### src/source/mul_pkg.sv
package mul_pkg;

    //////////////////////////////////////////////////
    // operand and product widths
    //////////////////////////////////////////////////

    // width of one unsigned multiplier input
    localparam int OPERAND_WIDTH = 16;

    // full product needs twice the operand width
    localparam int PRODUCT_WIDTH = 2 * OPERAND_WIDTH;

    // default multiplier depth, also the shell default
    localparam int MUL_DELAY = 3;

    //////////////////////////////////////////////////
    // payload types
    //////////////////////////////////////////////////

    // one unsigned operand
    typedef logic [OPERAND_WIDTH-1:0] operand_t;

    // both operands of one beat, a in the upper half
    typedef struct packed {
        operand_t a;
        operand_t b;
    } operand_pair_t;

    // unsigned product, never truncated
    typedef logic [PRODUCT_WIDTH-1:0] product_t;

endpackage

### src/source/axis_pkg.sv
package axis_pkg;

    // product type for the output beat
    import mul_pkg::*;

    //////////////////////////////////////////////////
    // stream side band
    //////////////////////////////////////////////////

    // valid and last of one beat, delayed next to the data
    // zero means a bubble, which is also the reset value
    typedef struct packed {
        logic valid;
        logic last;
    } side_t;

    //////////////////////////////////////////////////
    // output beat
    //////////////////////////////////////////////////

    // what the skid buffer holds per entry
    // last rides with the data so both stay in step
    typedef struct packed {
        logic     last;
        product_t data;
    } out_beat_t;

endpackage

### src/source/axis_if.sv
`timescale 1ns/1ps

interface axis_if
    import mul_pkg::*;
#(
    // data carried on tdata
    parameter type data_t = product_t
);

    // handshake
    logic  tvalid;
    logic  tready;

    // payload
    logic  tlast;
    data_t tdata;

    // upstream side, drives the beat
    modport master (
        output tvalid,
        output tlast,
        output tdata,
        input  tready
    );

    // downstream side, answers with ready
    modport slave (
        input  tvalid,
        input  tlast,
        input  tdata,
        output tready
    );

endinterface

### src/source/n_delay.sv
`timescale 1ns/1ps

module n_delay #(
    // number of register stages, at least one
    parameter int  N = 3,
    // payload carried through the stages
    parameter type payload_t = logic
) (
    input  logic     aclk,
    input  logic     arst_n,
    input  logic     clken,
    input  payload_t data_in,
    output payload_t data_out
);

    // one entry per stage, index 0 nearest the input
    payload_t pipe_q [N];

    //////////////////////////////////////////////////
    // shift register
    //////////////////////////////////////////////////

    // clears to zero so a flushed pipe holds only bubbles
    always_ff @(posedge aclk or negedge arst_n) begin
        if (!arst_n) begin
            for (int i = 0; i < N; i++) begin
                pipe_q[i] <= '0;
            end
        end else if (clken) begin
            // shift by one only when pulled
            pipe_q[0] <= data_in;
            for (int i = 1; i < N; i++) begin
                pipe_q[i] <= pipe_q[i-1];
            end
        end
    end

    // oldest entry leaves
    assign data_out = pipe_q[N-1];

endmodule

### src/source/pipe_multiplier.sv
`timescale 1ns/1ps

module pipe_multiplier
    import mul_pkg::*;
#(
    // number of register stages, one partial product each
    parameter int DELAY = MUL_DELAY
) (
    input  logic          aclk,
    input  logic          arst_n,
    input  logic          clken,
    input  operand_pair_t operands,
    output product_t      product
);

    // b is cut into DELAY slices of this width
    localparam int SLICE_W = (OPERAND_WIDTH + DELAY - 1) / DELAY;
    // b zero padded to a whole number of slices
    localparam int PAD_W   = SLICE_W * DELAY;
    // width of a times one slice
    localparam int PP_W    = OPERAND_WIDTH + SLICE_W;

    typedef logic [PAD_W-1:0] b_pad_t;

    //////////////////////////////////////////////////
    // stages
    //////////////////////////////////////////////////

    for (genvar i = 0; i < DELAY; i++) begin : g_stage
        // stage inputs, from the port or the previous stage
        operand_t           a_in;
        b_pad_t             b_in;
        product_t           acc_in;
        // this stage's slice of b and its partial product
        logic [SLICE_W-1:0] slice;
        logic [PP_W-1:0]    pp;
        // stage registers
        operand_t           a_q;
        b_pad_t             b_q;
        product_t           acc_q;

        if (i == 0) begin : g_first
            assign a_in   = operands.a;
            assign b_in   = b_pad_t'(operands.b);
            assign acc_in = '0;
        end else begin : g_next
            assign a_in   = g_stage[i-1].a_q;
            assign b_in   = g_stage[i-1].b_q;
            assign acc_in = g_stage[i-1].acc_q;
        end

        // slice i weighs 2^(i*SLICE_W)
        assign slice = b_in[i*SLICE_W +: SLICE_W];
        assign pp    = PP_W'(a_in) * PP_W'(slice);

        // operands travel with their running sum
        // so DELAY beats can be in flight
        always_ff @(posedge aclk or negedge arst_n) begin
            if (!arst_n) begin
                a_q   <= '0;
                b_q   <= '0;
                acc_q <= '0;
            end else if (clken) begin
                a_q   <= a_in;
                b_q   <= b_in;
                acc_q <= acc_in + (product_t'(pp) << (i * SLICE_W));
            end
        end
    end

    // sum of all slices, exact since padding bits are zero
    assign product = g_stage[DELAY-1].acc_q;

endmodule

### src/source/skid_buffer.sv
`timescale 1ns/1ps

module skid_buffer
    import mul_pkg::*, axis_pkg::*;
#(
    // entry type, needs last and data fields
    parameter type payload_t = out_beat_t
) (
    input  logic     aclk,
    input  logic     arst_n,
    // incoming stream from the pipe
    axis_if.slave    up,
    // outgoing stream
    output logic     m_tvalid,
    input  logic     m_tready,
    output product_t m_tdata,
    output logic     m_tlast
);

    // empty   nothing held
    // busy    output register holds a beat
    // full    output and spare both hold a beat
    typedef enum logic [1:0] {
        ST_EMPTY,
        ST_BUSY,
        ST_FULL
    } state_t;

    state_t   state_q;
    state_t   state_d;
    logic     ready_q;

    // beat offered by the pipe, output register and spare register
    payload_t in_beat;
    payload_t out_q;
    payload_t spare_q;

    // handshakes on both sides
    logic     insert;
    logic     remove;

    // datapath controls from the FSM
    logic     load_out;
    logic     load_spare;
    logic     from_spare;

    assign in_beat = payload_t'{last: up.tlast, data: up.tdata};
    assign insert  = up.tvalid && ready_q;
    assign remove  = m_tvalid && m_tready;

    //////////////////////////////////////////////////
    // occupancy FSM
    //////////////////////////////////////////////////

    always_comb begin
        state_d    = state_q;
        load_out   = 1'b0;
        load_spare = 1'b0;
        from_spare = 1'b0;
        unique case (state_q)
            ST_EMPTY: begin
                // first beat goes straight to the output
                if (insert) begin
                    state_d  = ST_BUSY;
                    load_out = 1'b1;
                end
            end
            ST_BUSY: begin
                if (insert && !remove) begin
                    // stall caught one beat late, park it
                    state_d    = ST_FULL;
                    load_spare = 1'b1;
                end else if (insert && remove) begin
                    // flowing, replace the output
                    load_out = 1'b1;
                end else if (remove) begin
                    state_d = ST_EMPTY;
                end
            end
            ST_FULL: begin
                // refill from spare, upstream is held off
                if (remove) begin
                    state_d    = ST_BUSY;
                    load_out   = 1'b1;
                    from_spare = 1'b1;
                end
            end
            default: begin
                state_d = ST_EMPTY;
            end
        endcase
    end

    // ready registered from next state, low only when full
    always_ff @(posedge aclk or negedge arst_n) begin
        if (!arst_n) begin
            state_q <= ST_EMPTY;
            ready_q <= 1'b1;
        end else begin
            state_q <= state_d;
            ready_q <= (state_d != ST_FULL);
        end
    end

    // output only reloads when empty or on a handshake
    always_ff @(posedge aclk) begin
        if (load_out) begin
            out_q <= from_spare ? spare_q : in_beat;
        end
        if (load_spare) begin
            spare_q <= in_beat;
        end
    end

    assign up.tready = ready_q;
    assign m_tvalid  = (state_q != ST_EMPTY);
    assign m_tdata   = out_q.data;
    assign m_tlast   = out_q.last;

endmodule

### src/source/axis_mul_shell.sv
`timescale 1ns/1ps

module axis_mul_shell
    import mul_pkg::*, axis_pkg::*;
#(
    // operand width used by the guard mask
    parameter int OPERAND_WIDTH = mul_pkg::OPERAND_WIDTH,
    // multiplier depth, shared with the side band delay
    parameter int DELAY         = MUL_DELAY
) (
    input  logic          aclk,
    input  logic          arst_n,
    // slave stream, operand pairs in
    input  operand_pair_t s_tdata,
    input  logic          s_tvalid,
    output logic          s_tready,
    input  logic          s_tlast,
    // master stream, products out
    output product_t      m_tdata,
    output logic          m_tvalid,
    input  logic          m_tready,
    output logic          m_tlast
);

    // clock enable of the whole pipe
    logic          pull;

    // guard stage
    operand_pair_t guard_in;
    operand_pair_t guard_ops;
    side_t         guard_side;

    // pipe outputs
    product_t      product;
    side_t         side_dly;

    // stream from the pipe into the skid buffer
    axis_if #(.data_t(product_t)) beat_if ();

    //////////////////////////////////////////////////
    // pull
    //////////////////////////////////////////////////

    // pipe moves only when the skid buffer can take a beat
    // no push, so bubbles flush through instead of being dropped
    assign pull     = beat_if.tready;
    // a slave beat is taken on the same enable
    assign s_tready = pull;

    //////////////////////////////////////////////////
    // guard stage
    //////////////////////////////////////////////////

    // invalid beats enter as zero operands
    assign guard_in = operand_pair_t'{
        a: s_tdata.a & {OPERAND_WIDTH{s_tvalid}},
        b: s_tdata.b & {OPERAND_WIDTH{s_tvalid}}
    };

    // valid and last registered with the data to stay tied to it
    always_ff @(posedge aclk or negedge arst_n) begin
        if (!arst_n) begin
            guard_ops  <= '0;
            guard_side <= '0;
        end else if (pull) begin
            guard_ops  <= guard_in;
            guard_side <= side_t'{valid: s_tvalid, last: s_tlast};
        end
    end

    //////////////////////////////////////////////////
    // multiplier and side band
    //////////////////////////////////////////////////

    pipe_multiplier #(
        .DELAY    (DELAY)
    ) u_mul (
        .aclk     (aclk),
        .arst_n   (arst_n),
        .clken    (pull),
        .operands (guard_ops),
        .product  (product)
    );

    // same depth and enable keeps the flags aligned with the product
    n_delay #(
        .N         (DELAY),
        .payload_t (side_t)
    ) u_side_delay (
        .aclk      (aclk),
        .arst_n    (arst_n),
        .clken     (pull),
        .data_in   (guard_side),
        .data_out  (side_dly)
    );

    //////////////////////////////////////////////////
    // output stage
    //////////////////////////////////////////////////

    // shell is the master of the internal stream
    assign beat_if.tvalid = side_dly.valid;
    assign beat_if.tlast  = side_dly.last;
    assign beat_if.tdata  = product;

    // turns m_tready back-pressure into pull
    skid_buffer #(
        .payload_t (out_beat_t)
    ) u_skid (
        .aclk      (aclk),
        .arst_n    (arst_n),
        .up        (beat_if),
        .m_tvalid  (m_tvalid),
        .m_tready  (m_tready),
        .m_tdata   (m_tdata),
        .m_tlast   (m_tlast)
    );

endmodule

### config.mk
export PLATFORM = sky130hd
export DESIGN_NAME = axis_mul_shell
export DESIGN_NICKNAME = d
export VERILOG_FILES = /design/src/source/mul_pkg.sv /design/src/source/axis_pkg.sv /design/src/source/axis_if.sv /design/src/source/n_delay.sv /design/src/source/pipe_multiplier.sv /design/src/source/skid_buffer.sv /design/src/source/axis_mul_shell.sv
export SDC_FILE = /design/constraint.sdc
export NUM_CORES = 1
export LEC_CHECK = 0
export CORE_MARGIN = 5
export CORE_UTILIZATION = 65
export DETAILED_ROUTE_END_ITERATION = 8
export DONT_BUFFER_PORTS = 1
export PLACE_DENSITY_LB_ADDON = 0.15
export SYNTH_ARGS = -nofsm -noshare
export SYNTH_HDL_FRONTEND = slang
export SYNTH_SLANG_ARGS = --single-unit
### constraint.sdc
create_clock -name aclk -period 13.3 [get_ports aclk]
set_input_delay 0.665 -clock aclk [delete_from_list [all_inputs] [get_ports aclk]]
set_output_delay 0.665 -clock aclk [all_outputs]
set_load 0.005 [all_outputs]
[Word-level counts from Yosys, hierarchy flattened]
Index checks and enable logic that the tools add are counted.
Operators by class
  add/sub/neg operators: 2
  multipliers: 3
  equality and inequality tests: 3
  muxes and demuxes: 15
  bitwise operators: 2
  reductions and logical operators: 7
Operators with widths (number)
  16-bit by 6-bit multiplier with 22-bit output: 2
  33-bit two-way mux: 1
  32-bit adder: 1
  16-bit bitwise AND: 2
  22-bit by 28-bit adder with 29-bit output: 1
  16-bit by 4-bit multiplier with 20-bit output: 1
  2-bit two-way mux: 5
  1-bit two-way mux: 7
  2-bit one-hot mux with 3 select lines: 1
  1-bit logical AND: 4
  1-bit one-hot mux with 3 select lines: 1
  2-bit by 1-bit equality test with 1-bit output (second input constant): 1
  2-bit equality test (second input constant): 1
  2-bit zero test: 1
  2-bit != test (second input constant): 1
  2-bit nonzero test: 1
  1-bit zero test: 1
Word-level totals
  register bits after elaboration: 259
  input port bits: 37

[Longest topological paths before layout]
  depth after elaboration: 7
  mapped depth: 25
  depth with buffers taken out: 24

[By module]
From an unflattened synthesis, not the netlist that was laid out.
Second synthesis, totals
  cell total of the unflattened synthesis: 1723
  area total of the unflattened synthesis: 18265.0 um^2
Modules (own cells, without submodules)
  pipe_multiplier: times used 1, cells an instance 1447, area an instance 13898.3 um^2, sequential area each 3228.1 um^2
  skid_buffer: times used 1, cells an instance 118, area an instance 2658.8 um^2, sequential area each 2058.2 um^2
  axis_mul_shell: times used 1, cells an instance 143, area an instance 1441.4 um^2, sequential area each 850.8 um^2
  n_delay: times used 1, cells an instance 15, area an instance 266.5 um^2, sequential area each 150.1 um^2

[Worst setup path before layout]
OpenSTA, ideal clock, no wires.
  path type: register to register
  start point: register u_mul.g_stage[1].b_q[15]
  end point: register u_mul.g_stage[2].acc_q[31] (netlist: u_mul.product[31])
  data arrival time: 4.890 ns
  required time: 13.174 ns
  setup slack: 8.284 ns
  cell stages (with the launch flop): 22
  buffers on the path: 1
  clock period less this slack: 5.016 ns
  path through: dfrtp_1 > clkbuf_1 > nand2_1 > fa_1 > fa_1 > inv_1 > ha_1 > a211oi_1 > o21ai_1 > a31oi_1 > o21ai_0 > a21oi_1 > xnor2_1 > ha_1 > and2_1 > o21ai_0 > o31ai_1 > o41ai_2 > o21ai_1 > nor3b_1 > and2_1 > a221o_1
Between the ends
  cells in the longest elaborated chain, start to end: 2
Ends and longest elaborated chain
  start: declaration: line pipe_multiplier.sv:39  | b_pad_t b_q;
  start signal: assignment: line pipe_multiplier.sv:65  | b_q <= b_in;
  16-bit by 4-bit multiplier with 20-bit output: line pipe_multiplier.sv:54  | assign pp = PP_W'(a_in) * PP_W'(slice);
  32-bit adder: line pipe_multiplier.sv:66  | acc_q <= acc_in + (product_t'(pp) << (i * SLICE_W));
  end signal: assignment: line pipe_multiplier.sv:66
  end: declaration: line pipe_multiplier.sv:40  | product_t acc_q;
No other way between the ends.
A chain may end at the register's enable or synchronous reset.

[Final worst setup path]
  start point: register u_mul.g_stage[1].b_q[14]
  end point: register u_mul.g_stage[2].acc_q[31] (netlist: u_mul.product[31])
Same word-level chain as after synthesis.

==> flow_summary.toml <==
[run_status]
outcome = "finished, final reports clean"

[placement]
portBuffers = 0
gp_congestion = 0.838
placedCellCount = 2023
dp.final_hpwl_mm = 26.0
place_area_um2 = 18300

[drt]
drt-vias-per-instance = 5.65
wirelength_mm = 34.7
wl_per_cell_um = 16.7
num_vias = 11700
drt_first_pass_iters = 5
dr.first_iter.drc_count = 704
drc_errors = 0
ant_nets = 0

[clocking]
clk_pin_slew_ps = 70
postCtsHoldBufs = 1
cts.path.max_buffers = 3
cts_tree = "yes"
cts-buffers-inserted = 27
clockRootBuffer = "clkbuf_16"
cts_resized = 0
cts.sinks = 238
cts_htree_levels = 1
clkLatencyLatePin_ps = 540
cts_setup_buffers = 0

[global_routing]
overflow = 0
antenna_found_initial = 0
grt_pass1_wl_mm = 60.0
grt_use_total = 0.234
grt_pass1_vias = 12100
grt_max_degree = 173

[die]
fp.dieH_um = 176
initial_core_util = 0.653
die_area_um2 = 31100
std_cell_rows = 61
ioPinCount = 72
die_w_um = 176
coreArea_um2 = 27600

[setup_path]
r2r_start = "u_mul.g_stage[1].b_q[14]"
critPathArrivalTime_ps = 5930
rrSetupSlack_ps = 7800
crit_start = "u_mul.g_stage[1].b_q[14]"
crit_type = "reg -> reg"
worstSetupEndpointType = "flop"
cp_max_fo = 17
start_kind = "flop"
reg2reg_depth = 20
r2r-end = "u_mul.product[31]"
endpoint = "u_mul.product[31]"
required_ps = 13730

[logic_synthesis]
synth_top_area_share = 0.238
synth.most_common_cell = "inv_1"
ys_seq_area_frac = 0.349
syn-num-nets = 1986
yosysWarnings = 0
synthArstFlopShare = 0.723
yosys_register_bits = 238
synth.cell_area_um2 = 18000
synth_flop_cell = "dfrtp_1"
synthesis.instances = 1685
synth_common_cells = "inv_1 (204), dfrtp_1 (171), nand2_1 (161), and2_1 (151), mux2_2 (149)"
synth_largest_area_cell = "dfrtp_1"
synth_cell_type_count = 71
avgSynthCellArea_um2 = 10.7
ys_top_cells_by_area = "dfrtp_1 (24%), fa_1 (16%), edfxtp_1 (11%)"
synth_edf_count = 66

[timing]
setup_tns_ps = 0
drv_slew = 0
fmax_mhz = 182
relSlewSlack = 0.319
fin_skew_ps = 9.31
worst_pin_slew_ps = 1020
grt_setup_unrepaired = "false"
fin_crit_sh = 0.414
fin_crit_ps = 5500
setup_viol = 0
hold_violations = 0

[cells_and_area]
synthToLayoutAreaGrowth_pct = 7.13
diodes = 0
instances_no_fill = 2073
stdcell_area_um2 = 19300
nets = 1976
drive_gt1_frac = 0.130

[pwr]
leakage_nw = 9.15
power_density_nw_per_um2 = 238
vdd_drop_max_mv = 0.160

[run]
maxCapViolations = 0

[min_path]
hold_path_class = "in -> async"
## sequential cells by signal (all words and copies together) (netlist names)
register,cells
u_skid.m_tlast,1
guard_side,2
u_side_delay.data_out,2
u_mul.g_stage.a_q,32
u_side_delay.pipe_q,4
guard_ops,32
u_skid.spare_q,33
u_mul.product,32
u_skid.state_q,2
u_skid.up.tready,1
u_mul.g_stage.acc_q,51
u_mul.g_stage.b_q,14
u_skid.m_tdata,32
## worst min path at each step
stage / start / end / cells past startpoint
final: arst_n / u_mul.product[28] / 1
after global routing: arst_n / u_mul.product[28] / 1
after CTS: arst_n / u_mul.product[28] / 1
after detailed placement: arst_n / u_mul.product[28] / 0
after global placement: arst_n / u_mul.product[31] / 0
after floorplan: arst_n / guard_ops[0] / 0
## layout make-up
class,instances,area (um2)
Multi-Input combinational cell,1195,10800
Fill cell,2063,8270
Sequential cell,238,6290
Inverter,205,769
Clock buffer,34,712
Tap cell,378,473
Clock inverter,15,200
Timing Repair Buffer,8,80.1
## power by group
part           internal [mW]  switching (mW)  leakage [nW]
clock network          0.459           0.296         0.441
registers               1.10           0.316          2.82
logic                   1.14            1.28          5.89
## cell usage in the layout (no fill, tap or decap), types with 4 or more instances in the layout
cell type  Yosys  routed
clkbuf_1      41       6
xor2_1        14      14
o21bai_1      11      11
a21o_1        16      16
mux2_2       149     149
buf_4          0       7
clkbuf_16      0      27
xnor2_1       57      57
o21a_1        15      15
edfxtp_1      66      66
nor4_1         4       4
nand2_1      161     161
inv_1        204     204
bufinv_16      0       4
a211o_1        4       4
nand3_1       16      16
nor3_1        26      26
a211oi_1       8       8
or3_1          9       9
a22o_1        29      29
a221oi_1       4       4
a21oi_1       61      61
nor2_1        62      62
o21ai_0       32      32
nand2b_1      11      11
and2_1       151     151
and3_1         5       5
clkinv_2       0       4
o31ai_1        8       8
nand4_1        4       4
o21ai_1        5       5
nor2b_1        8       8
dfrtp_1      171     171
ha_1         120     120
o211ai_1       5       5
fa_1         144     144
a31oi_1        7       7
## metal layers
metal  GRT usage  vias up  wire length [um]  share of wire
met1       0.338     5799             16400           0.47
met5           0        -                 0              0
met3      0.0270       42              1350          0.039
met4      0.0455        0               742          0.021
met2       0.390      219             16200           0.47
li1            -     5657                 -              -
## kinds of logic (layout without fill, tap and decap cells)
logic type	Yosys count	after routing	share of synthesized area
simple gates	470	470	0.131
fa+ha+maj	264	264	0.244
buf+inv	252	262	0.0538
compound gates	240	240	0.0943
flops	238	238	0.349
mux	150	150	0.0938
xor+xnor	71	71	0.0345
## worst max-delay path, stage by stage (launching register included)
cell and delay (ps):
dfrtp_1 650, nand2_1 160, fa_1 520, fa_1 610, inv_1 60, ha_1 300
a211oi_1 360, o21ai_1 140, a31oi_1 330, o21ai_0 120, a21oi_1 190, xnor2_1 140
ha_1 290, and2_1 170, o21ai_0 150, o31ai_1 130, o41ai_2 330, o21ai_1 140
nor3b_1 180, and2_1 180, a221o_1 280
## metrics by stage
stage	power, mW	setup WS [ps]	util	hold slack, ps
after global routing	5.01	7370	0.700	192
final	4.58	7800	0.700	30.7
after detailed placement	3.82	7910	0.666	374
after CTS	4.62	7840	0.700	185
after global placement	3.74	8060	0.666	377
after floorplan	3.27	8280	-	369
Note: power is estimated with default switching activity, not from simulation.
